==> config.mk <==
export PLATFORM = sky130hd
export DESIGN_NAME = message_display
export DESIGN_NICKNAME = d
export VERILOG_FILES = /design/src/common/game_pkg.sv /design/src/common/display_pkg.sv /design/src/verilog/message_display.sv
export SDC_FILE = /design/constraint.sdc
export NUM_CORES = 1
export LEC_CHECK = 0
export BUFFER_PORTS_ARGS = -buffer_cell sky130_fd_sc_hd__buf_2
export CAP_MARGIN = 20
export CORE_AREA = 2 2 54 56
export DETAILED_ROUTE_END_ITERATION = 10
export DIE_AREA = 0 0 56 58
export GPL_TIMING_DRIVEN = 0
export PLACE_DENSITY_LB_ADDON = 0.05
export SYNTH_ARGS = -nofsm -noshare
export SYNTH_HDL_FRONTEND = slang
export SYNTH_SLANG_ARGS = --single-unit
==> constraint.sdc <==
create_clock -name vclk -period 1.2
set_input_delay 0.12 -clock vclk [all_inputs]
set_output_delay 0.12 -clock vclk [all_outputs]
set_load 0.005 [all_outputs]
==> src/common/game_pkg.sv <==
package game_pkg;

    // one-hot, one bit per key and LED; zero is silence
    typedef logic [3:0] note_t;

    // longest level in notes
    localparam int max_notes = 6;

    typedef logic [3:0] level_t;

    // element max_notes-1 plays first
    typedef note_t [max_notes-1:0] sequence_t;

    // remaining notes in a level
    typedef logic [2:0] count_t;

    typedef enum logic [3:0] {
        st_start,
        st_select,
        st_fetch,
        st_challenge,
        st_wait,
        st_check,
        st_advance,
        st_won,
        st_lost
    } state_t;

endpackage

==> src/common/display_pkg.sv <==
package display_pkg;

    // active low, bit 6 is segment g, bit 0 is segment a
    typedef logic [6:0] segments_t;

    localparam segments_t glyph_h     = 7'b000_1001;
    localparam segments_t glyph_e     = 7'b000_0110;
    localparam segments_t glyph_l     = 7'b100_0111;
    localparam segments_t glyph_o     = 7'b100_0000;
    localparam segments_t glyph_s     = 7'b001_0010;
    localparam segments_t glyph_t     = 7'b000_0111;
    localparam segments_t glyph_a     = 7'b000_1000;
    localparam segments_t glyph_g     = 7'b100_0010;
    localparam segments_t glyph_u     = 7'b110_0011;
    localparam segments_t glyph_r     = 7'b010_1111;
    localparam segments_t glyph_n     = 7'b010_1011;
    localparam segments_t glyph_c     = 7'b100_0110;
    localparam segments_t glyph_blank = 7'b111_1111;

    function automatic segments_t hex_glyph(input logic [3:0] digit);
        case (digit)
            4'h0: return 7'b100_0000;
            4'h1: return 7'b111_1001;
            4'h2: return 7'b010_0100;
            4'h3: return 7'b011_0000;
            4'h4: return 7'b001_1001;
            4'h5: return 7'b001_0010;
            4'h6: return 7'b000_0010;
            4'h7: return 7'b111_1000;
            4'h8: return 7'b000_0000;
            4'h9: return 7'b001_1000;
            4'ha: return 7'b000_1000;
            4'hb: return 7'b000_0011;
            4'hc: return 7'b100_0110;
            4'hd: return 7'b010_0001;
            4'he: return 7'b000_0110;
            default: return 7'b000_1110;
        endcase
    endfunction

endpackage

==> src/verilog/message_display.sv <==
`timescale 1ns/1ps

module message_display (
    input  game_pkg::state_t                  state,
    input  game_pkg::level_t                  level_number,
    output display_pkg::segments_t [5:0]      hex
);

    display_pkg::segments_t level_digit;

    assign level_digit = display_pkg::hex_glyph(level_number);

    // leftmost digit first
    always_comb
    begin
        case (state)
            game_pkg::st_start:
                hex = {display_pkg::glyph_h, display_pkg::glyph_e, display_pkg::glyph_l,
                       display_pkg::glyph_l, display_pkg::glyph_o, display_pkg::glyph_blank};
            game_pkg::st_challenge:
                hex = {display_pkg::glyph_s, display_pkg::glyph_t, display_pkg::glyph_a,
                       display_pkg::glyph_g, display_pkg::glyph_e, level_digit};
            game_pkg::st_wait:
                hex = {display_pkg::glyph_t, display_pkg::glyph_u, display_pkg::glyph_r,
                       display_pkg::glyph_n, display_pkg::glyph_blank,
                       display_pkg::glyph_blank};
            game_pkg::st_won:
                hex = {display_pkg::glyph_s, display_pkg::glyph_c, display_pkg::glyph_o,
                       display_pkg::glyph_r, display_pkg::glyph_e, display_pkg::glyph_blank};
            game_pkg::st_lost:
                hex = {display_pkg::glyph_l, display_pkg::glyph_o, display_pkg::glyph_s,
                       display_pkg::glyph_e, display_pkg::glyph_blank,
                       display_pkg::glyph_blank};
            default:
                hex = {6{display_pkg::glyph_blank}};
        endcase
    end

endmodule

Yosys cells after proc, flatten, opt, wreduce, memory -nomap -nowiden --
Memories as Yosys holds them, arrays and structs flattened. Index checks and enable logic that the tools add are counted.
Word-level totals: word-level logic and storage cells 7, register bits after elaboration 0, output and inout port bits 42, ROM bits 112, memories kept 1
Memories:
- (no name shown) | depth 16, bits a word 7, read ports 1, clocked after Yosys merged registers in 0, write ports 0, line display_pkg.sv:21 | case (digit)
Cells by class: eq/ne operators 4, multiplexer cells 1, reductions and logical operators 1
Operators by type and width (count):
- $pmux 42 s5 | 1
- $eq 4x3->1 const B | 2
- $eq 4x2->1 const B | 1
- $eq 4x4->1 const B | 1
- $logic_not 4->1 | 1

Longest topological paths before layout --
depth in word-level cells 2, gate-level depth with buffers 5, gate-level depth less buffers 5

Least setup slack after synthesis --
Ideal clock, no wire load.
kind input port to output port, start in state[1], end out hex[36] (netlist name), path buffers 1, arrival time 0.876 ns, data required time 1.080 ns, setup slack 0.204 ns, stages 3, path through or2_4 > or3_1 > buf_4
RTL lines:
- from (decl) | line message_display.sv:4 | input game_pkg::state_t state,
- to (decl) | line message_display.sv:6 | output display_pkg::segments_t [5:0] hex

==> reports/metrics.yaml <==
power:
  seqPwrFrac_pct: 0
  swShare_pct: 46.3
  power_density_mw_per_mm2: 312
  clkPwrFrac_pct: 0
  power_switching_mw: 0.148
  internal-power_mw: 0.172
  vdd_ir_drop_max_uv: 126
  p_comb_share_pct: 100.0
  p_leak_nw: 0.465
logic_synthesis:
  netlist_top_cells_count: "buf_4 (18), nor2_1 (8), ha_1 (7), nand2_1 (7)"
  syn_inst: 91
  ys_warn_count: 0
  syn_area_um2: 609
  synth_top_area_share_pct: 22.2
  synth_area_leaders: "buf_4 (22%), ha_1 (14%), nor2b_1 (5.1%)"
  synth_cell_type_count: 27
  synth.most_common_cell: "buf_4"
  synth_nets: 106
  avgSynthCellArea_um2: 6.70
  yosysSeqAreaShare_pct: 0
  synth_top_cell_by_area: "buf_4"
critical_path:
  arrival_ns: 1.07
  endpoint_kind: "primary output"
  crit_required_ns: 1.08
  crit_fanout: 6
  critPathLaunchType: "input pin"
  crit_start: "state[1]"
  critPathKind: "in -> out"
floorplanning:
  start_util_pct: 22.9
  die_w_um: 56
  ios: 50
  die_h_um: 58
  rows: 19
  die_area_mm2: 0.00325
  core_area_mm2: 0.00266
timing:
  setup_viol: 0
  drv_slew: 0
  fin_crit_sh_pct: 99.3
  holdWs_ns: 0.545
  fin_crit_ns: 1.19
  hold_viol_final: 0
  rsz0062_at_grt: "yes"
  worst_slack_ns: 0.00802
  max_freq_mhz: 839
final_layout:
  seq_cell_count: 0
  n_clock_buffer: 0
  final_nets: 159
  seqCellArea_um2: 0
  area_growth_pct: 68.4
  drive_gt1_share_pct: 61.3
  multi_input_area_um2: 479
  antenna_cells: 0
  fillers: 299
drt:
  drtAntennaViolNets: 0
  wire_per_inst_um: 10.4
  drt-pass1-iter-count: 4
  avgViaCountPerCell: 4.46
  vias: 772
  drc: 0
  wirelength_um: 1790
  drtIter0Drc: 13
placement:
  port_buffers: 49
  dp_slack_ns: -0.134
  place_congestion: 0.710
  place_hpwl_um: 1380
global_routing:
  grt_max_degree: 11
  antenna_found_initial: 0
  grt_pass1_vias: 590
  globalRouteTotalUtil_pct: 9.34
  grt_overflow: 0
  grt_pass1_wl_um: 2620
hold_path:
  hp-class: "in -> out"
  min-delay-start: "state[0]"
  hold_path_end: "hex[39]"
  worst_hold_path.num_cells: 4
clocking:
  cts_hold_buffers: 0
job:
  cap_violations: 0
outcome:
  outcome: "completed"
-- routing by layer --
| metal | global-route usage (%) | wire length, um | up-vias |
|---|---|---|---|
| li1 | - | - | 387 |
| met1 | 12.1 | 732 | 354 |
| met2 | 18.0 | 928 | 31 |
| met3 | 0.670 | 131 | 0 |
| met4 | 0 | 0 | 0 |
| met5 | 0 | 0 | - |
-- worst max-delay path, stage by stage --
cell	delay (ns)
buf_8	0.10
or2_4	0.27
or3_4	0.35
buf_6	0.12
buf_6	0.10
-- how the worst max path moves through the flow --
stage	end	slack (ns)	depth (start not counted)
finish	hex[9]	0.008	5
global route	hex[10]	-0.04	6
CTS	hex[36]	-0.001	5
detailed placement	hex[0]	-0.13	7
global placement	hex[5]	-0.14	7
floorplan	hex[36]	0.20	3
-- cells in the final DEF, fill, tap and decap left out, types with 2 or more instances in the layout --
| master | n |
|---|---|
| buf_2 | 42 |
| buf_4 | 20 |
| buf_6 | 9 |
| nor2_1 | 7 |
| nand2_1 | 7 |
| nor2b_1 | 5 |
| a21oi_1 | 5 |
| o211ai_1 | 4 |
| ha_1 | 4 |
| o21ai_1 | 3 |
| inv_1 | 3 |
| o21ai_2 | 2 |
| nand2b_1 | 2 |
| o311ai_1 | 2 |
| a21o_1 | 2 |
| mux2i_1 | 2 |
| or2_1 | 2 |
| ha_4 | 2 |
-- through the flow --
| stage | std cells | util [%] | total power [mW] | TNS (ns) | instance area, um^2 |
|---|---|---|---|---|---|
| after floorplan | 91 | - | 0.167 | 0 | 609 |
| after global placement | 171 | 33.6 | 0.276 | -0.664 | 893 |
| after detailed placement | 171 | 33.6 | 0.276 | -0.860 | 893 |
| after CTS | 173 | 35.9 | 0.297 | -0.00101 | 956 |
| after global routing | 173 | 38.5 | 0.355 | -0.260 | 1030 |
| final | 173 | 38.5 | 0.320 | 0 | 1030 |
-- what timing repair did --
action,4_1_cts,5_1_grt
hold endpoints to repair,0,0
gates resized for setup,17,21
setup buffers,2,0
pin swaps,2,2
endpoints found under the setup margin,13,18
-- kinds of logic (layout without fill, tap and decap cells) --
group | after synthesis | after routing | synth area share, %
AND/OR/NAND/NOR | 30 | 30 | 27.3
buffers and inverters | 27 | 78 | 29.4
AO/OA/AOI/OAI | 23 | 23 | 23.6
adder cells (fa/ha/maj) | 7 | 7 | 14.4
multiplexers | 2 | 2 | 3.29
other | 1 | 1 | 0.615
XOR/XNOR | 1 | 1 | 1.44
-- area by class of cell --
| type | count | area share (%) |
|---|---|---|
| buffer | 22 | 16.5 |
| inverter | 5 | 2.56 |
| multi-input combinational | 64 | 46.7 |
| tap | 31 | 3.78 |
| timing repair buffer | 51 | 30.5 |
-- power by group through the flow --
| stage | combinational, mW | clock (mW) | sequential, mW |
|---|---|---|---|
| after global routing | 0.355 | 0 | 0 |
| after CTS | 0.297 | 0 | 0 |
| after detailed placement | 0.276 | 0 | 0 |
| after floorplan | 0.167 | 0 | 0 |
| after global placement | 0.276 | 0 | 0 |
| final | 0.320 | 0 | 0 |
No activity file was read; power rests on OpenSTA's default activity.
