**src/common/game_pkg.sv**
```systemverilog
package game_pkg;

    // one-hot, one bit per key and LED; zero is silence
    typedef logic [3:0] note_t;

    // longest level in notes
    localparam int max_notes = 6;

    typedef logic [3:0] level_t;

    // element max_notes-1 plays first
    typedef note_t [max_notes-1:0] sequence_t;

    // remaining notes in a level
    typedef logic [2:0] count_t;

    typedef enum logic [3:0] {
        st_start,
        st_select,
        st_fetch,
        st_challenge,
        st_wait,
        st_check,
        st_advance,
        st_won,
        st_lost
    } state_t;

endpackage

```
**src/game/note_sequencer.sv**
```systemverilog
`timescale 1ns/1ps

module note_sequencer (
    input  logic                clk,
    input  logic                load,
    input  logic                restart,
    input  logic                step,
    input  game_pkg::sequence_t note_seq,
    input  game_pkg::count_t    note_count,
    output game_pkg::note_t     note,
    output game_pkg::count_t    remaining
);

    game_pkg::sequence_t shift_reg;

    always_ff @(posedge clk or posedge load)
    begin
        if (load)
        begin
            shift_reg <= '0;
            remaining <= '0;
        end
        else if (restart)
        begin
            shift_reg <= note_seq;
            remaining <= note_count;
        end
        else if (step)
        begin
            // head leaves, silence fills from the tail
            shift_reg <= {shift_reg[game_pkg::max_notes-2:0], 4'b0000};
            if (remaining != '0)
                remaining <= remaining - 1'b1;
        end
    end

    assign note = shift_reg[game_pkg::max_notes-1];

endmodule

```
**src/verilog/note_playback.sv**
```systemverilog
`timescale 1ns/1ps

module note_playback #(
    parameter int note_period = 25000000
) (
    input  logic                clk,
    input  logic                load,
    input  logic                fetch_level,
    input  logic                play_enable,
    input  game_pkg::sequence_t note_seq,
    input  game_pkg::count_t    note_count,
    output game_pkg::note_t     note,
    output logic                done_playback
);

    localparam int div_w = (note_period > 1) ? $clog2(note_period) : 1;

    logic [div_w-1:0] divider;
    logic             div_end;
    logic             rest_phase;
    logic             step;
    game_pkg::note_t  head_note;
    game_pkg::count_t remaining;

    assign div_end = (divider == div_w'(note_period - 1));
    // advance only after the rest half of each slot
    assign step    = play_enable && div_end && rest_phase;

    always_ff @(posedge clk or posedge load)
    begin
        if (load)
        begin
            divider    <= '0;
            rest_phase <= 1'b0;
        end
        else if (fetch_level)
        begin
            divider    <= '0;
            rest_phase <= 1'b0;
        end
        else if (play_enable)
        begin
            if (div_end)
            begin
                divider    <= '0;
                rest_phase <= ~rest_phase;
            end
            else
                divider <= divider + 1'b1;
        end
    end

    note_sequencer u_note_sequencer (
        .clk        (clk),
        .load       (load),
        .restart    (fetch_level),
        .step       (step),
        .note_seq   (note_seq),
        .note_count (note_count),
        .note       (head_note),
        .remaining  (remaining)
    );

    assign note          = rest_phase ? 4'b0000 : head_note;
    assign done_playback = (remaining == '0);

endmodule

```
**config.mk**
```make
export PLATFORM = sky130hd
export DESIGN_NAME = note_playback
export DESIGN_NICKNAME = d
export VERILOG_FILES = /design/src/common/game_pkg.sv /design/src/game/note_sequencer.sv /design/src/verilog/note_playback.sv
export SDC_FILE = /design/constraint.sdc
export NUM_CORES = 1
export LEC_CHECK = 0
export BUFFER_PORTS_ARGS = -buffer_cell sky130_fd_sc_hd__buf_2
export CORE_MARGIN = 8
export CORE_UTILIZATION = 30
export CTS_CLUSTER_DIAMETER = 100
export DETAILED_ROUTE_END_ITERATION = 8
export PLACE_DENSITY = 0.44
export SYNTH_ARGS = -nofsm -noshare
export SYNTH_HDL_FRONTEND = slang
export SYNTH_SLANG_ARGS = --single-unit
```
**constraint.sdc**
```tcl
create_clock -name clk -period 2.26 [get_ports clk]
set_clock_uncertainty 0.15 [all_clocks]
set_input_delay 0 -clock clk [delete_from_list [all_inputs] [get_ports clk]]
set_output_delay 0 -clock clk [all_outputs]
set_load 0.05 [all_outputs]
```
Yosys cells after proc, flatten, opt, wreduce, memory -nomap -nowiden. Index checks and enable logic that the tools add are counted.

Output and inout port bits: 5. Logic and storage cells: 35. Bits in registers: 53. Bits of input ports: 31.

Equality and inequality tests: 1. $add $sub $neg: 2. Reduce and logical (&&, ||, !) cells: 10. Bitwise gates (word level): 1. Muxes and demuxes: 12.

Operator list (number): $mux W25 (3); $mux W24 (2); $add A25 B1 Y25 const B (1); $eq A25 B25 Y1 const B (1); $mux W3 (3); $reduce_bool A2 Y1 (4); $mux W4 (1); $reduce_and A2 Y1 (2); $logic_not A3 Y1 (1); $mux W1 (3); $reduce_bool A3 Y1 (1); $sub A3 B1 Y3 const B (1); $logic_and A1 B1 Y1 (2); $not A1 Y1 (1).

Longest topological paths before layout.
Depth after elaboration: 5. Gate-level depth with buffers: 6. Mapped depth without buffers: 6.

Modules after synthesis. A second synthesis with hierarchy kept.

Cells, all modules: 305. Area total of the unflattened synthesis: 2846.5 µm².

By module, submodules not included: note_playback (cells an instance 173, sequential area each 650.6 µm², area each 1512.7 µm², instances 1); note_sequencer (cells an instance 132, sequential area each 675.6 µm², area each 1333.8 µm², instances 1).

Worst setup path before layout. No wires, ideal clock.

Path kind: register to register. From: reg u_note_sequencer.remaining[0]. To: reg u_note_sequencer.remaining[1]. Arrival: 1.850 ns. Required time: 2.006 ns. Clock period less this slack: 2.104 ns. Stages on the path, launching flop included: 7. Slack: 0.156 ns. Cells stage by stage: dfrtp_1 -> inv_1 -> ha_1 -> nor2b_1 -> or2_2 -> or4_1 -> o311ai_1.

Word-level cells in the longest chain between the ends: 4.

RTL lines: start: declaration (RTL line note_sequencer.sv:11) `output game_pkg::count_t remaining`; start signal: assignment (RTL line note_sequencer.sv:26) `remaining <= note_count;`; start signal: assignment (RTL line note_sequencer.sv:33) `remaining <= remaining - 1'b1;`; $sub A3 B1 Y3 (RTL line note_sequencer.sv:33); $mux W3 (RTL line note_sequencer.sv:32) `if (remaining != '0)`; $mux W3 (RTL line note_sequencer.sv:28) `else if (step)`; $mux W3 (RTL line note_sequencer.sv:23) `else if (restart)`.

Parallel ways exist; a longest one is shown, timed or not. The select of a mux whose other input is x is not followed. A chain may end at the register's enable or synchronous reset.

Worst setup path in the final report.
From: reg divider[0]. To: reg u_note_sequencer.shift_reg[5] (netlist name).

Word-level cells in the longest chain between the ends: 4.

RTL lines: start: declaration (RTL line note_playback.sv:18) `logic [div_w-1:0] divider;`; start signal: assignment (RTL line note_playback.sv:49) `divider <= divider + 1'b1;`; $eq A25 B25 Y1 (RTL line note_playback.sv:25) `assign div_end = (divider == div_w'(note_period - 1));`; $logic_and A1 B1 Y1 (2 in series) (RTL line note_playback.sv:27) `assign step = play_enable && div_end && rest_phase;`; $reduce_bool A2 Y1 (no source line); end signal: assignment (RTL line note_sequencer.sv:25) `shift_reg <= note_seq;`; end signal: assignment (RTL line note_sequencer.sv:31) `shift_reg <= {shift_reg[game_pkg::max_notes-2:0], 4'b0000};`; end: declaration (RTL line note_sequencer.sv:14) `game_pkg::sequence_t shift_reg;`.

Every way passes these cells.

==> implementation parameters <==
Parameter                              Value

Status
  Result of the run ... finished, final reports clean

Critical path
  Critical Setup Path Class ... reg -> reg
  Critical path peak fanout ... 40
  Critical path's slowest cell ... o41a_1
  Ordered list of cells on the worst path ... ha_1 -> and3_2 -> nand4_1 -> buf_4 -> buf_12 -> o41a_1 -> a2bb2oi_1
  Endpoint of the most critical register-to-register path ... u_note_sequencer.shift_reg[5]$_DFFE_PP0P_
  Sort of element at the end of the critical path ... flop
  Data arrival time at the worst-slack endpoint ... 2.20 ns
  Sort of element at the start of the critical path ... flop
  Worst stage delay on the critical path ... 0.43 ns
  Worst EP required ... 2.33 ns
  Minimum setup slack among reg-to-reg paths ... 0.13 ns
  Length in cells of the worst reg-to-reg path ... 7
  Critical Path Sink ... u_note_sequencer.shift_reg[5]$_DFFE_PP0P_
  Critical register-to-register path startpoint ... divider[0]$_DFFE_PP0P_
  Startpoint of the most critical setup path ... divider[0]$_DFFE_PP0P_

CTS
  Clk pin slew, worst setup/hold paths ... 0.07 ns
  Number of buffers inserted during clock tree synthesis ... 5
  Clock tree from TritonCTS ... done
  Post-CTS repair timing setup buffer count ... 0
  Number of H-tree levels ... 2
  Clock sink count ... 53
  Worst-skew pair later-pin latency ... 0.30 ns
  Root Buffer ... clkbuf_16
  Longest Clk Path Bufs ... 2

Synthesis
  Leading register cell type out of synthesis ... dfrtp_1
  Cells after Synth ... 380
  Simple-gate portion of the synthesized area ... 0.245
  Most used standard cell by instance count after synthesis ... dfrtp_1
  Synthesized Nets ... 414
  Xor/xnor cell area share of the yosys netlist ... 0.0180
  Multiplexer share of the synthesized area ... 0
  Async S/R FF share, synth ... 1.00
  Cell types occupying the most area after synthesis ... dfrtp_1 (39%), o41a_1 (6.6%), o41ai_1 (5.9%)
  Synth cell types ... 48
  Fraction of post-synthesis cell area in the top cell type by area ... 0.389
  Average instance area after synthesis ... 8.97 sq um
  Dominant cell type by area after synthesis ... dfrtp_1
  Combinational family with the most area after synthesis ... compound AO/OA/AOI/OAI gates
  Number of synthesized flops with an enable pin ... 0
  Yosys warnings ... 0
  Share of the synthesized area in compound gates (AO/OA/AOI/OAI) ... 0.278
  Adder-cell share of the synthesized area ... 0.0110
  Count of state elements after synthesis ... 53
  Sequential-to-total area share from yosys stat ... 0.389
  Netlist area before placement ... 3410 sq um
  Cell types with the highest counts after synthesis ... dfrtp_1 (53), nand2_1 (48), clkbuf_1 (30), o41ai_1 (23), nor2_1 (22)

Layout
  Final net count ... 478
  Finished layout cell area ... 4320 sq um
  Count of inserted antenna diode cells ... 0
  Layout cells sized above 1 ... 0.191
  Non-filler cells in the finished layout ... 587
  Fill count ... 1135
  Area grow syn2layout ... 26.7%
  Number of flip-flops in the largest register ... 25
  Post-layout utilization of the core ... 0.383

Pwr
  Share of total power in sequential cells ... 0.463
  Combinational share of power ... 0.143
  Switching Power ... 576 uW
  Total power draw ... 2.25 mW
  Leakage power of the design ... 1.68 nW
  Peak supply drop ... 0.334 mV
  Fraction of power spent switching nets ... 0.256
  Clock group share of total power ... 0.394
  Internal power contribution ... 1.67 mW
  Areal power density over the cells ... 521 nW/um^2

Route
  Antenna viol nets, final ... 0
  Vias after detailed routing ... 3288
  Vias/cell ... 5.60
  Total wire length after detailed routing ... 10.2 mm
  Final routed wire length divided by cell count ... 17.5 um
  1st-pass router iterations ... 4
  Drt first-iter violations ... 315
  Number of DRC violations after detailed routing ... 0

Timing
  Endpoints failing setup ... 0
  Relative slew margins ... 0.562
  Final Critical Period ... 2.13 ns
  Final Hold Viols ... 0
  Period utilisation layout ... 0.943
  Setup repair after global routing missed its margin ... false
  Max-slew violations ... 0
  Maximum frequency from static timing analysis ... 469 MHz
  Transition time of the tightest slew-check pin ... 0.651 ns
  Setup TNS ... 0 ns

Placed design
  Total cell area at the placement stage ... 3860 sq um
  Total of buffers placed on input and output ports ... 35
  Final estimated routing congestion in global placement ... 0.829
  Half-perimeter wire length of the detailed placement result ... 6.98 mm
  Number of placed instances with taps included ... 551

Global routing
  Pin count of the biggest net entering global routing ... 51
  First-pass GRT wire length ... 17.1 mm
  Tot GR Track Use ... 0.140
  Initial antenna violation count ... 0
  GR Overflow Total ... 0
  Vias in the first global route ... 3333

Floorplanning
  Chip height ... 123 um
  Floorplan die area ... 15000 sq um
  Area of the core ... 11300 sq um
  Cell Rows ... 39
  Horizontal die dimension ... 123 um
  Starting Density ... 0.302
  I/O pins ... 36

Flow run
  MaxCap Viol Count ... 0

Worst hold path
  Hold/Removal Path Class ... in -> reg
==> through the flow <==
stage                     hold slack (ns)  worst slack [ns]
after floorplan                   -0.0290             0.156
after global placement            -0.0582             0.132
after detailed placement          -0.0642             0.125
after CTS                          0.0584            0.0976
after global routing                0.134           0.00789
final                              0.0562             0.129
==> repair_timing <==
action | 4_1_cts | 5_1_grt
endpoints found under the hold margin | 52 | 0
gates resized for setup | 0 | 2
setup endpoints to repair | 0 | 16
hold buffers | 29 | 0
==> cell families after synthesis <==
| family | Yosys count |
|---|---|
| adder cells (fa/ha/maj) | 3 |
| buffers and inverters | 50 |
| AND/OR/NAND/NOR | 153 |
| flip-flops | 53 |
| XOR/XNOR | 7 |
| AO/OA/AOI/OAI | 114 |
==> layer usage <==
metal | vias up | routed length (um) | part of all wire | track usage
met4 | 0 | 72 | 0.0070 | 0.0251
met2 | 59 | 4930 | 0.48 | 0.234
li1 | 1612 | - | - | -
met3 | 7 | 370 | 0.036 | 0.0281
met5 | - | 0 | 0 | 0
met1 | 1610 | 4880 | 0.48 | 0.185
==> layout make-up <==
type / count / area, sq um / share of cell area
clock buffers: 5 / 125 / 0.0290
clock inverters: 2 / 35.0 / 0.00811
well taps: 143 / 179 / 0.0414
multi-input cells: 277 / 1890 / 0.438
repair buffers: 97 / 726 / 0.168
flip-flops and latches: 53 / 1330 / 0.307
inverters: 10 / 37.5 / 0.00869
==> power groups by stage <==
stage	logic, mW	registers, mW	clock network (mW)
after CTS	0.326	1.04	0.916
after global routing	0.361	1.05	0.938
after global placement	0.288	1.06	0
final	0.323	1.04	0.886
after floorplan	0.206	1.04	0
after detailed placement	0.288	1.06	0
==> worst min-delay path by stage <==
stage	from	slack (ns)	cells past startpoint	end
2_1_floorplan	note_seq[0]	-0.03	2	u_note_sequencer.shift_reg[0]$_DFFE_PP0P_
4_1_cts	play_enable	0.06	5	u_note_sequencer.remaining[1]$_DFFE_PP0P_
5_1_grt	play_enable	0.13	4	divider[1]$_DFFE_PP0P_
3_5_place_dp	load	-0.06	2	u_note_sequencer.shift_reg[18]$_DFFE_PP0P_
6_report	play_enable	0.06	5	u_note_sequencer.remaining[1]$_DFFE_PP0P_
3_3_place_gp	load	-0.06	2	u_note_sequencer.shift_reg[18]$_DFFE_PP0P_
==> worst max-delay path: cells and delay by family, from the launching register on <==
family	cells	cell delay, ns
flip-flops	1	0.41
AND/OR/NAND/NOR	2	0.34
buffers and inverters	2	0.35
adder cells (fa/ha/maj)	1	0.23
AO/OA/AOI/OAI	2	0.56
==> cell usage in the layout (no fill, tap or decap), types with 9 or more instances in the layout <==
cell           count
buf_4             32
buf_2             35
nand2_1           48
nor4_1             9
nor2_1            22
o211ai_1          10
a21oi_1           10
o21ai_0           10
a2bb2oi_1         20
o41a_1            20
o41ai_1           22
nor2b_1            9
dfrtp_1           53
dlygate4sd3_1     29
nand4_1           15
Power figures use the tool's default switching activity.
