===== config.mk =====
export PLATFORM = sky130hd
export DESIGN_NAME = game_controller
export DESIGN_NICKNAME = d
export VERILOG_FILES = /design/src/common/game_pkg.sv /design/src/game/game_controller.sv
export SDC_FILE = /design/constraint.sdc
export NUM_CORES = 1
export LEC_CHECK = 0
export ABC_AREA = 1
export BUFFER_PORTS_ARGS = -buffer_cell sky130_fd_sc_hd__buf_2
export CORE_AREA = 2 2 90 92
export CTS_CLUSTER_DIAMETER = 50
export DETAILED_ROUTE_END_ITERATION = 6
export DIE_AREA = 0 0 92 94
export PLACE_DENSITY = 0.45
export SLEW_MARGIN = 20
export SYNTH_ARGS = -nofsm -noshare
export SYNTH_HDL_FRONTEND = slang
export SYNTH_SLANG_ARGS = --single-unit

===== constraint.sdc =====
create_clock -name clk -period 1.65 [get_ports clk]
set_clock_uncertainty 0.05 [all_clocks]
set_input_delay 0.4125 -clock clk [delete_from_list [all_inputs] [get_ports clk]]
set_output_delay 0.4125 -clock clk [all_outputs]
set_load 0.01 [all_outputs]

===== src/common/game_pkg.sv =====
package game_pkg;

    // one-hot, one bit per key and LED; zero is silence
    typedef logic [3:0] note_t;

    // longest level in notes
    localparam int max_notes = 6;

    typedef logic [3:0] level_t;

    // element max_notes-1 plays first
    typedef note_t [max_notes-1:0] sequence_t;

    // remaining notes in a level
    typedef logic [2:0] count_t;

    typedef enum logic [3:0] {
        st_start,
        st_select,
        st_fetch,
        st_challenge,
        st_wait,
        st_check,
        st_advance,
        st_won,
        st_lost
    } state_t;

endpackage


===== src/game/game_controller.sv =====
`timescale 1ns/1ps

module game_controller #(
    parameter int win_pause = 50000000
) (
    input  logic             clk,
    input  logic             load,
    input  logic             start,
    input  logic             done_playback,
    input  logic             key_pressed,
    input  logic             mistake,
    input  logic             done_response,
    output game_pkg::state_t state,
    output logic             advance_level,
    output logic             fetch_level,
    output logic             play_enable,
    output logic             check_note,
    output logic             advance_note
);

    localparam int pause_w = (win_pause > 1) ? $clog2(win_pause) : 1;

    game_pkg::state_t   next_state;
    logic               won_last;
    logic [pause_w-1:0] pause_count;
    logic               pause_done;

    assign pause_done = (pause_count == pause_w'(win_pause - 1));

    always_comb
    begin
        case (state)
            game_pkg::st_start:     next_state = start ? game_pkg::st_select : game_pkg::st_start;
            game_pkg::st_select:    next_state = game_pkg::st_fetch;
            game_pkg::st_fetch:     next_state = game_pkg::st_challenge;
            game_pkg::st_challenge:
                next_state = done_playback ? game_pkg::st_wait : game_pkg::st_challenge;
            game_pkg::st_wait:
            begin
                if (done_response)
                    next_state = game_pkg::st_won;
                else if (key_pressed)
                    next_state = game_pkg::st_check;
                else
                    next_state = game_pkg::st_wait;
            end
            game_pkg::st_check:     next_state = mistake ? game_pkg::st_lost : game_pkg::st_advance;
            game_pkg::st_advance:   next_state = game_pkg::st_wait;
            game_pkg::st_won:       next_state = pause_done ? game_pkg::st_select : game_pkg::st_won;
            game_pkg::st_lost:      next_state = game_pkg::st_lost;
            default:                next_state = game_pkg::st_start;
        endcase
    end

    always_ff @(posedge clk or posedge load)
    begin
        if (load)
        begin
            state    <= game_pkg::st_start;
            won_last <= 1'b0;
        end
        else
        begin
            state    <= next_state;
            won_last <= (state == game_pkg::st_won);
        end
    end

    // pause counter only runs while the win message is up
    always_ff @(posedge clk or posedge load)
    begin
        if (load)
            pause_count <= '0;
        else if (state == game_pkg::st_won && !pause_done)
            pause_count <= pause_count + 1'b1;
        else
            pause_count <= '0;
    end

    // first select after reset keeps the chosen level
    assign advance_level = (state == game_pkg::st_select) && won_last;
    assign fetch_level   = (state == game_pkg::st_fetch);
    assign play_enable   = (state == game_pkg::st_challenge);
    assign check_note    = (state == game_pkg::st_check);
    assign advance_note  = (state == game_pkg::st_advance);

endmodule


# == Yosys cells after proc, flatten, opt, wreduce, memory -nomap -nowiden ==
# Index checks and enable logic that the tools add are counted.
# word_totals
regBits,31
inputBits,7
word_cells,25
# op_classes
add_sub_neg,1
n_eq_ne,9
n_mux,8
n_reduce_logical,4
# ops
op,n
4-bit one-hot mux with 9 select lines,1
"26-bit by 1-bit adder with 26-bit output, second input constant",1
"26-bit equality test, second input constant",1
26-bit two-way mux,1
"4-bit by 3-bit equality test with 1-bit output, second input constant",4
"4-bit by 2-bit equality test with 1-bit output, second input constant",2
3-bit two-way mux,2
"4-bit by 1-bit equality test with 1-bit output, second input constant",1
"4-bit equality test, second input constant",1
4-bit zero test,1
4-bit two-way mux,1
1-bit logical AND,2
1-bit two-way mux,2
2-bit two-way mux,1
1-bit zero test,1

# == Logic depth before layout (Yosys ltp) ==
# Gate-level depths: netlist (run 1).
# depth
depth_word,4
mapped_depth,9
mapped_depth_nobuf,9

# == Least setup slack after synthesis (run 1) ==
# Ideal clock, no wire load.
# synth_timing
path_type,reg-to-reg
start,register pause_count[0]
end,register pause_count[15]
t_arrival_ns,1.292
path_slack_ns,0.189
path_stages_with_launch,10
n_path_buf,1
synth_period_minus_slack_ns,1.461
cell_sequence,dfrtp_1 -> ha_1 -> inv_1 -> nor2_4 -> nand2_1 -> nor2_1 -> nand2_1 -> nand2_4 -> buf_6 -> nor2_1
# synth_between
elab_chain_cells,4
elab_cells_between_ends,5
classes_between,add/sub (1); eq/ne (1); mux (1); reduce/logical (2)
# synth_rtl
item,line_no,rtl
"start, declared",game_controller.sv:25,logic [pause_w-1:0] pause_count;
"start signal, assigned",game_controller.sv:75,pause_count <= pause_count + 1'b1;
"parallel branches: the longest is 3 deep, another holds 26-bit by 1-bit adder with 26-bit output",-,
26-bit two-way mux (*),game_controller.sv:74,else if (state == game_pkg::st_won && !pause_done)
# Mark *: on every way between the ends.

# == Worst setup path in the final report (run 1) ==
# layout_timing
start,register state[1]
end,output advance_level
# layout_between
elab_chain_cells,2
# layout_rtl
item,line_no,rtl
"start, declared",game_controller.sv:13,"output game_pkg::state_t state,"
"start signal, assigned",game_controller.sv:59,state <= game_pkg::st_start;
"start signal, assigned",game_controller.sv:64,state <= next_state;
4-bit by 1-bit equality test with 1-bit output,game_controller.sv:81,assign advance_level = (state == game_pkg::st_select) && won_last;
1-bit logical AND,game_controller.sv:81,
"end, declared",game_controller.sv:14,"output logic advance_level,"
# No other way between the ends.

==> metrics.sh, run 1 <==
YS_SEQ_ELEMENTS=31
TRITONCTS='built'
GRT_USE_TOTAL_PCT=11.9
INITIAL_ANTENNA_VIOLATION_COUNT=0
INSERTEDDIODECOUNT=0
LAYOUT_SETUP_WS_NS=-0.0518
SEQ_AREA_FRAC_SYNTH_PCT=41.9
FINAL_CELL_COUNT_NO_FILL=413
NNETSFINAL=318
SETUP_REPAIR_AFTER_GLOBAL_ROUTING_MISSED_ITS_MARGIN='yes'
FAILING_CHECKS='setup timing'
CAP_VIOL_MAX_COUNT=0
DIEWIDTH_UM=92
HOLDCRITPATHCLASS='input pin to async pin'
CTSROOTBUFFERMASTER='sky130_fd_sc_hd__clkbuf_8'
TIMING.CRITICAL_PATH.SLOWEST_STAGE_CELL='sky130_fd_sc_hd__dfrtp_1'
GRT.OVERFLOW.TOTAL=0
AREA_GROWTH_SYN_TO_LAYOUT_PCT=25.7
CORE_REGION_AREA_UM2=7610
ROUTE.DETAILED.DRC=0
TIMING.FINAL.CRIT_SHARE_PCT=103
GRT_FIRST_PASS_WIRELENGTH_UM=8070
ANTENNA_VIOLATING_NETS_POST_ROUTE=0
FIN_CRIT_NS=1.70
SYN_NETS=280
POWER.IR.VDD_WORST_mV=0.739
MULTI_INPUT_COMB_AREA_UM2=1030
RUN_STATUS='finished with violations'
DRTITER0DRC=87
SLOWEST_DELAY_NS=0.40
CRITICAL_PATH_ARRIVAL_NS=1.24
FINAL_SLEW_VIOLATIONS=0
DP.CELLS=393
GLOBALROUTEMET3UTIL_PCT=2.65
GPL.FINAL_WEIGHTED_CONGESTION=0.886
SYNTHESIS.AREA_UM2=1850
ROUTED-VIA-COUNT=1725
POST-LAYOUT-TOTAL-POWER_mW=2.28
FIRST_GLOBAL_VIAS=1680
WORST_SKEW_PAIR.LATE_LATENCY_NS=0.29
POSTSYNTHAREAPERCELL_UM2=6.80
DIE_Y_UM=94
POST_PLACE_SETUP_SLACK_NS=-0.00715
FLOORPLAN.ROWS=32
GRTUSAGEMET1_PCT=16.0
POSTROUTEWIRELENGTH_UM=5000
FINAL_COMMON_CELL='sky130_fd_sc_hd__nand2_1'
FINAL-HOLD-VIOLATION-COUNT=0
NUMPORTBUFFERS=15
CRITICAL_PATH.STARTPOINT_TYPE='flop'
SYNTH_WARNINGS=0
PLACED_AREA_UM2=2070
GRT_START_MAX_NET_PINS=32
LAYOUT.CELL_AREA.NON_FILLER_UM2=2320
LAYOUT-DRIVE-GT1-SHARE_PCT=20.3
STATIC-LEAKAGE-POWER_nW=0.923
NETLIST_INSTANCES=272
LONGEST_CLK_PATH_BUFS=2
WORST_SETUP_PATH_END_KIND='output pin'
FIRST_PASS_ITERS=4
TRITONCTS.NUM_BUFFERS=5
DPL.HPWL_UM=3560
CLOCK_SINK_TOTAL=31
GRT-BUSIEST-LAYER='met2'
SETUP_VIOL=5
GROUTE.LAYER.MET2.USAGE_PCT=19.1
UTILIZATION_PCT=30.6
CRIT_PATH_CLASS='flop to output pin'
POWER_DENSITY_nW_PER_UM2=981
RELATIVE_SLEW_SLACK_PCT=72.8
CRITICAL_PATH.CELL_CHAIN='inv_2 > nand2_2 > nor3_2 > inv_1 > nor2_1 > buf_2'
HOLD-WORST-SLACK_NS=0.146
IO-PIN-COUNT=16
MAX_CLOCK_FREQ_GHz=0.588
TIMING_WORST_SLEW_PIN_VALUE_NS=0.408
INITIAL_CORE_UTIL_PCT=24.3
FINAL_CELL_MIX='sky130_fd_sc_hd__nand2_1 (78), sky130_fd_sc_hd__nor2_1 (76), sky130_fd_sc_hd__dfrtp_1 (30), sky130_fd_sc_hd__inv_1 (24), sky130_fd_sc_hd__nand3_1 (18)'
REGISTER_CELL_AREA_AFTER_LAYOUT_UM2=777
FINAL.SETUP.TNS_NS=-0.132
YOSYS.CELL_TYPES.COUNT=17
WL_PER_CELL_UM=12.1
POST_CTS_HOLD_BUFFER_COUNT=0
VIAS_PER_CELL=4.18
CLOCK_TRANSITION_AT_THE_REGISTERS_OF_THE_REPORTED_PATHS_NS=0.07
CRIT_FANOUT=2
FILLER_CELL_COUNT=873
DESIGN.DIE.AREA_UM2=8650
HTREEDEPTH=2
CP.REQUIRED_NS=1.19
[cell usage after synthesis]
cell	n	area, µm²
sky130_fd_sc_hd__nor3_1	2	10.0
sky130_fd_sc_hd__nand3_1	18	90.1
sky130_fd_sc_hd__xor2_1	7	61.3
sky130_fd_sc_hd__nand2_1	82	308
sky130_fd_sc_hd__nor2_2	5	31.3
sky130_fd_sc_hd__buf_6	2	22.5
sky130_fd_sc_hd__nand3b_1	2	15.0
sky130_fd_sc_hd__nand2_4	1	11.3
sky130_fd_sc_hd__xnor2_1	8	70.1
sky130_fd_sc_hd__inv_1	27	101
sky130_fd_sc_hd__ha_1	1	12.5
sky130_fd_sc_hd__o2111ai_1	1	8.76
sky130_fd_sc_hd__nor2_4	1	11.3
sky130_fd_sc_hd__dfrtp_1	31	776
sky130_fd_sc_hd__nand2_2	1	6.26
sky130_fd_sc_hd__o21ai_0	2	10.0
sky130_fd_sc_hd__nor2_1	81	304
[final timing paths]
path	start	end	slack (ns)	depth (start not counted)
setup / recovery	state[1]	advance_level	-0.05	6
hold / removal	load	pause_count[18]	0.15	3
setup reg to reg	state[2]	pause_count[9]	0.12	7
hold reg to reg	pause_count[25]	pause_count[25]	0.53	3
max in group asynchronous	load	state[3]	1.08	3
min in group clk	mistake	state[3]	0.29	3
[power breakdown]
part,leakage [nW],switching (mW),internal (mW)
sequential,0.425,0.0503,0.818
combinational,0.456,0.472,0.360
clock,0.0422,0.285,0.296
total,0.923,0.808,1.47
[per-layer routing]
layer	vias up	part of all wire [%]
li1	897	-
met1	791	49
met2	26	46
met3	11	3.3
met4	0	2.0
met5	-	0
[worst max-delay path: cells and delay by family (launching register included)]
kind / cells / cell delay [ns]
flip-flops: 1 / 0.40
buffers and inverters: 3 / 0.28
AND/OR/NAND/NOR: 3 / 0.28
[registers in the layout, indices dropped and copies added, names as in the netlist]
register	count
pause_count	26
state	4
won_last	1
[area by class of cell]
class                   count  area share [%]
repair buffers             32            8.99
flip-flops and latches     31            33.4
multi-input cells         213            44.2
well taps                 102            5.49
clock buffers               7            3.28
inverters                  27            4.36
clock inverters             1           0.215
[logic make-up (layout without fill, tap and decap cells)]
logic type      Yosys count  after routing  share of synthesized area (%)
simple gates            193            194                           42.6
xor+xnor                 15             15                           7.10
compound gates            3              3                           1.01
fa+ha+maj                 1              1                          0.676
flops                    31             31                           41.9
buf+inv                  29             67                           6.70
[timing repair]
action | CTS | global route
buffers inserted | 10 | 2
gates cloned | 0 | 1
endpoints found under the setup margin | 7 | 33
pin swaps | 3 | 3
gates resized for setup | 9 | 12
Power figures use the tool's default switching activity.
==> run 2, diff against run 1 <==
BUFFER_PORTS_ARGS = not set   (was -buffer_cell sky130_fd_sc_hd__buf_2)
DONT_BUFFER_PORTS = 1   (was not set)
PLACE_DENSITY = 0.43   (was 0.45)
==> metrics.sh, run 2 (same netlist as run 1, synthesis figures left out) <==
FIRST_GLOBAL_VIAS=1688  # +0.48%
FINAL_CELL_COUNT_NO_FILL=395  # -4.4%
IO-PIN-COUNT=16  # unchanged
TIMING_WORST_SLEW_PIN_VALUE_NS=0.411  # +0.00291 ns
BIGGESTREGSBYFLOPS='pause_count x26, state x4, won_last x1'
TRITONCTS.NUM_BUFFERS=5  # unchanged
LAYOUT.CELL_AREA.NON_FILLER_UM2=2260  # -2.9%
DP.CELLS=380  # -3.3%
ROUTED-VIA-COUNT=1650  # -4.3%
R2R_CELLS=8  # +1
CRIT_FANOUT=5  # +3
WL_PER_CELL_UM=12.3  # +1.2%
NNETSFINAL=300  # -5.7%
GRT_START_MAX_NET_PINS=32  # unchanged
POWER_SWITCHING_SHARE_PCT=35.5  # +0.13 points
GPL.FINAL_WEIGHTED_CONGESTION=0.812  # -8.4%
POST-LAYOUT-TOTAL-POWER_mW=2.29  # +0.53%
INITIAL_ANTENNA_VIOLATION_COUNT=0  # unchanged
LAYOUT_SETUP_WS_NS=-0.00939  # +0.0424 ns
ROUTE.DETAILED.DRC=0  # unchanged
TIMING.RR.END='pause_count[23]'
FINAL_COMMON_CELL='sky130_fd_sc_hd__nand2_1'
HOLD-WORST-SLACK_NS=0.0499  # -0.0964 ns
RR_STARTPOINT='pause_count[1]'
RUN_STATUS='finished with violations'
STATIC-LEAKAGE-POWER_nW=0.860  # -6.9%
FINAL_CELL_MIX='sky130_fd_sc_hd__nand2_1 (78), sky130_fd_sc_hd__nor2_1 (74), sky130_fd_sc_hd__dfrtp_1 (28), sky130_fd_sc_hd__inv_1 (23), sky130_fd_sc_hd__nand3_1 (18)'
HTREEDEPTH=2  # unchanged
FINAL_SLEW_VIOLATIONS=0  # unchanged
WORST_SKEW_PAIR.LATE_LATENCY_NS=0.28  # about the same
LARGEST_REGISTER_FF_COUNT=26  # unchanged
ANTENNA_VIOLATING_NETS_POST_ROUTE=0  # unchanged
TRITONCTS='built'
FAILING_CHECKS='setup timing'
INITIAL_CORE_UTIL_PCT=24.3  # unchanged
SETUP_REPAIR_AFTER_GLOBAL_ROUTING_MISSED_ITS_MARGIN='yes'
DESIGN.DIE.AREA_UM2=8650  # unchanged
CRITICAL_PATH.STARTPOINT_TYPE='flop'
LONGEST_CLK_PATH_BUFS=2  # unchanged
GRT.OVERFLOW.TOTAL=0  # unchanged
CTSROOTBUFFERMASTER='sky130_fd_sc_hd__clkbuf_8'
DIEWIDTH_UM=92  # unchanged
DPL.HPWL_UM=3500  # -1.7%
DIE_Y_UM=94  # unchanged
PLACED_AREA_UM2=2010  # -2.9%
SETUP_VIOL=1  # -4
POST_CTS_HOLD_BUFFER_COUNT=0  # unchanged
CRITICAL_PATH_ARRIVAL_NS=1.20  # -0.04 ns
SETUP.REG_TO_REG.WORST_SLACK_NS=0.15  # +0.03 ns
LAYOUT-DRIVE-GT1-SHARE_PCT=17.1  # -3.2 points
POWER_DENSITY_nW_PER_UM2=1020  # +3.5%
MAX_CLOCK_FREQ_GHz=0.603  # +2.6%
INSERTEDDIODECOUNT=0  # unchanged
CLOCK_POWER_SHARE_PCT=29.0  # +3.5 points
POSTROUTEWIRELENGTH_UM=4840  # -3.2%
CORE_REGION_AREA_UM2=7610  # unchanged
HOLDCRITPATHCLASS='input pin to async pin'
CLOCK_SINK_TOTAL=31  # unchanged
GRT_USE_TOTAL_PCT=12.1  # +0.21 points
NUMPORTBUFFERS=0  # -15
COMB_POWER_SHARE_PCT=32.1  # -4.4 points
FIN_CRIT_NS=1.66  # -0.0424 ns
CP.REQUIRED_NS=1.19  # about the same
POWER.IR.VDD_WORST_mV=0.576  # -22%
CLOCK_TRANSITION_AT_THE_REGISTERS_OF_THE_REPORTED_PATHS_NS=0.07  # about the same
FINAL-HOLD-VIOLATION-COUNT=0  # unchanged
AREA_GROWTH_SYN_TO_LAYOUT_PCT=22.1
TIMING.FINAL.CRIT_SHARE_PCT=101  # -2.6 points
GRT_FIRST_PASS_WIRELENGTH_UM=8330  # +3.2%
CAP_VIOL_MAX_COUNT=0  # unchanged
SWITCHING_POWER_mW=0.815  # +0.90%
FLOORPLAN.ROWS=32  # unchanged
VIAS_PER_CELL=4.18  # about the same
REGISTER_CONTAINING_THE_MOST_FLIP_FLOPS_IN_THE_FINAL_LAYOUT='pause_count'
FIRST_PASS_ITERS=4  # unchanged
SEQUENTIAL_SHARE_OF_POWER_PCT=38.9  # +0.8 points
WORST_SETUP_PATH_END_KIND='output pin'
CRIT_PATH_CLASS='flop to output pin'
DRTITER0DRC=61  # -30%
INTERNAL_PORTION_OF_TOTAL_POWER_mW=1.48  # +0.33%
RELATIVE_SLEW_SLACK_PCT=72.6  # -0.19 points
-- run 2: power by group through the flow --
stage	registers, mW	clock network [mW]	logic (mW)
3_5_place_dp	0.889	0	0.455
2_1_floorplan	0.905	0	0.312
3_3_place_gp	0.889	0	0.453
4_1_cts	0.885	0.685	0.633
5_1_grt	0.899	0.712	0.818
6_report	0.892	0.666	0.736
-- run 2: metal layers --
layer / track usage [%] / wire (µm)
met3: 2.25 / 114
met2: 20.0 / 2280
met1: 16.3 / 2350
met5: 0 / 0
met4: 3.61 / 92
-- run 2: worst max-delay path by stage --
stage | from | endpoint | slack [ns]
after floorplan | pause_count[0] | pause_count[15] | 0.19
after global placement | state[2] | advance_note | 0.09
after detailed placement | pause_count[1] | state[1] | 0.07
after CTS | state[3] | play_enable | -0.02
after global routing | state[3] | play_enable | -0.06
final | state[3] | play_enable | -0.009
-- run 2: layout make-up --
type                       instances  area, µm²
tap                              102        128
sequential                        31        779
inverter                          27        101
clock buffer                       8        100
timing repair buffer              14        105
multi-input combinational        213       1040
fill                             870       5350
-- run 2: critical path, stage by stage (launching register included) --
cell,delay (ns)
sky130_fd_sc_hd__dfrtp_2,0.47
sky130_fd_sc_hd__nor2_2,0.18
sky130_fd_sc_hd__nand2_2,0.13
sky130_fd_sc_hd__nor2_4,0.14
-- run 2: repair_timing --
action | in CTS | in global routing
pin swaps | 2 | 2
setup endpoints to repair | 5 | 33
buffers inserted | 5 | 1
gates resized for setup | 16 | 12
gates cloned | 0 | 1
-- run 2: stage by stage --
step,TNS (ns),util [%],worst slack (ns)
4_1_cts,-0.0271,28.9,-0.0162
2_1_floorplan,0,-,0.189
3_3_place_gp,0,26.5,0.0921
5_1_grt,-0.196,29.7,-0.0647
3_5_place_dp,0,26.5,0.0681
6_report,-0.00939,29.7,-0.00939
==> run 3, diff against run 2 <==
clock period = 2.1 ns   (was 1.65 ns; I/O delays follow)
==> metrics.sh, run 3 (same netlist as run 1, synthesis figures left out) <==
FIRST_GLOBAL_VIAS=1537  # -8.9%
LAYOUT-DRIVE-GT1-SHARE_PCT=5.05  # -12 points
ROUTED-VIA-COUNT=1569  # -4.9%
POSTCTSRESIZEDCELLS=0  # -16
LARGEST_REGISTER_FF_COUNT=26  # unchanged
FINAL.SETUP.TNS_NS=0  # +0.00939 ns
CLOCK_TRANSITION_AT_THE_REGISTERS_OF_THE_REPORTED_PATHS_NS=0.06  # about the same
SEQUENTIAL_SHARE_OF_POWER_PCT=50.1  # +11 points
POST_CTS.REPAIR.SETUP_BUFFERS=0  # -5
NNETSFINAL=286  # -4.7%
GRT_FIRST_PASS_WIRELENGTH_UM=7530  # -9.6%
GPL.FINAL_WEIGHTED_CONGESTION=0.804  # -0.91%
HOLDCRITPATHCLASS='input pin to async pin'
CLOCK_SINK_TOTAL=31  # unchanged
FINAL_CELL_MIX='sky130_fd_sc_hd__nand2_1 (82), sky130_fd_sc_hd__nor2_1 (81), sky130_fd_sc_hd__dfrtp_1 (31), sky130_fd_sc_hd__inv_1 (27), sky130_fd_sc_hd__nand3_1 (18)'
SETUP.WORST_PATH.START='state[0]'
GRT.OVERFLOW.TOTAL=0  # unchanged
TIMING.FINAL.CRIT_SHARE_PCT=91.7
CRIT_PATH_CLASS='flop to output pin'
DPL.HPWL_UM=3360  # -3.9%
HTREEDEPTH=2  # unchanged
FIN_CRIT_NS=1.92
DIE_Y_UM=94  # unchanged
CLOCK_POWER_SHARE_PCT=30.2  # +1.2 points
IO-PIN-COUNT=16  # unchanged
AREA_GROWTH_SYN_TO_LAYOUT_PCT=10.0
CP.REQUIRED_NS=1.52  # +0.33 ns
WORST_SKEW_PAIR.LATE_LATENCY_NS=0.28  # about the same
POWER_SWITCHING_SHARE_PCT=34.2  # -1.3 points
CORE_REGION_AREA_UM2=7610  # unchanged
STATIC-LEAKAGE-POWER_nW=0.769  # -11%
SETUP_REPAIR_AFTER_GLOBAL_ROUTING_MISSED_ITS_MARGIN='no'
INITIAL_CORE_UTIL_PCT=24.3  # unchanged
FLOORPLAN.ROWS=32  # unchanged
CRIT_FANOUT=8  # +3
TRITONCTS.NUM_BUFFERS=5  # unchanged
FIRST_PASS_ITERS=4  # unchanged
MAX_CLOCK_FREQ_GHz=0.520
TRITONCTS='built'
WL_PER_CELL_UM=11.6  # -5.6%
REGISTER_CONTAINING_THE_MOST_FLIP_FLOPS_IN_THE_FINAL_LAYOUT='pause_count'
POSTROUTEWIRELENGTH_UM=4380  # -9.5%
RELATIVE_SLEW_SLACK_PCT=72.8  # +0.14 points
R2R_CELLS=8  # unchanged
VIAS_PER_CELL=4.14  # -0.89%
NUMPORTBUFFERS=0  # unchanged
DESIGN.DIE.AREA_UM2=8650  # unchanged
RR_STARTPOINT='pause_count[0]'
ANTENNA_VIOLATING_NETS_POST_ROUTE=0  # unchanged
INSERTEDDIODECOUNT=0  # unchanged
ROUTE.DETAILED.DRC=0  # unchanged
RUN_STATUS='complete, no violations'
CTSROOTBUFFERMASTER='sky130_fd_sc_hd__clkbuf_8'
GRT_START_MAX_NET_PINS=32  # unchanged
FILLER_CELL_COUNT=887  # +2.0%
BIGGESTREGSBYFLOPS='pause_count x26, state x4, won_last x1'
POST_CTS_HOLD_BUFFER_COUNT=0  # unchanged
FINAL-HOLD-VIOLATION-COUNT=0  # unchanged
COMB_POWER_SHARE_PCT=19.7  # -12 points
POST-LAYOUT-TOTAL-POWER_mW=1.43  # -38%
SWITCHING_POWER_mW=0.488  # -40%
SETUP_VIOL=0  # -1
POWER.IR.VDD_WORST_mV=0.414  # -28%
FINAL_SLEW_VIOLATIONS=0  # unchanged
FINAL_COMMON_CELL='sky130_fd_sc_hd__nand2_1'
GRT_USE_TOTAL_PCT=11.2  # -0.96 points
CRITICAL_PATH_ARRIVAL_NS=1.35  # +0.15 ns
INITIAL_ANTENNA_VIOLATION_COUNT=0  # unchanged
CRITICAL_PATH.STARTPOINT_TYPE='flop'
POWER_DENSITY_nW_PER_UM2=701  # -31%
DIEWIDTH_UM=92  # unchanged
CAP_VIOL_MAX_COUNT=0  # unchanged
LONGEST_CLK_PATH_BUFS=2  # unchanged
DRTITER0DRC=51  # -16%
INTERNAL_PORTION_OF_TOTAL_POWER_mW=0.939  # -36%
TIMING_WORST_SLEW_PIN_VALUE_NS=0.408  # -0.00209 ns
WORST_SETUP_PATH_END_KIND='output pin'
run 3: cell types whose count changed in the layout (fill, tap and decap cells not counted), sizes merged:
cell / previous run / this run
buf: 14 / 1
clkbuf: 8 / 6
nand2: 85 / 84
run 3: cell type report:
class / count / area [µm²] / area share [%]
well taps: 102 / 128 / 6.27
flip-flops and latches: 31 / 776 / 38.1
multi-input cells: 212 / 950 / 46.7
repair buffers: 1 / 7.51 / 0.369
inverters: 27 / 101 / 4.98
clock buffers: 6 / 72.6 / 3.57
run 3: final timing paths:
kind                                         to  slack (ns)
worst max-delay path              advance_level        0.18
worst min-delay path            pause_count[21]        0.16
worst max register to register         state[2]        0.37
worst min register to register   pause_count[0]        0.46
max in group asynchronous       pause_count[14]        1.54
min in group clk                       state[3]        0.31
run 3: power by group through the flow:
stage,clock network [mW],registers (mW),logic (mW)
after floorplan,0,0.711,0.246
after global placement,0,0.728,0.287
after detailed placement,0,0.728,0.286
after CTS,0.452,0.717,0.287
after global routing,0.472,0.723,0.328
final,0.430,0.715,0.281
run 3: worst max-delay path, stage by stage, from the launching register on:
cell	delay (ns)
sky130_fd_sc_hd__dfrtp_1	0.53
sky130_fd_sc_hd__nand2_1	0.12
sky130_fd_sc_hd__nor3_1	0.14
sky130_fd_sc_hd__inv_1	0.09
sky130_fd_sc_hd__nor2_1	0.19
run 3: per-stage QoR:
stage	area, µm²	utilization [%]	instances	setup WS [ns]	hold slack [ns]
6_report	2030	26.7	379	0.175	0.161
5_1_grt	2030	26.7	379	0.0412	0.213
4_1_cts	2030	26.7	379	0.150	0.182
3_5_place_dp	1960	25.8	373	0.398	0.454
3_3_place_gp	1960	25.8	373	0.421	0.447
2_1_floorplan	1850	-	272	0.579	0.419
run 3: per-layer routing:
| layer | vias up | track usage, % | part of all wire (%) |
|---|---|---|---|
| li1 | 829 | - | - |
| met1 | 705 | 14.1 | 48 |
| met2 | 25 | 18.3 | 46 |
| met3 | 10 | 2.09 | 2.4 |
| met4 | 0 | 5.60 | 3.1 |
| met5 | - | 0 | 0 |
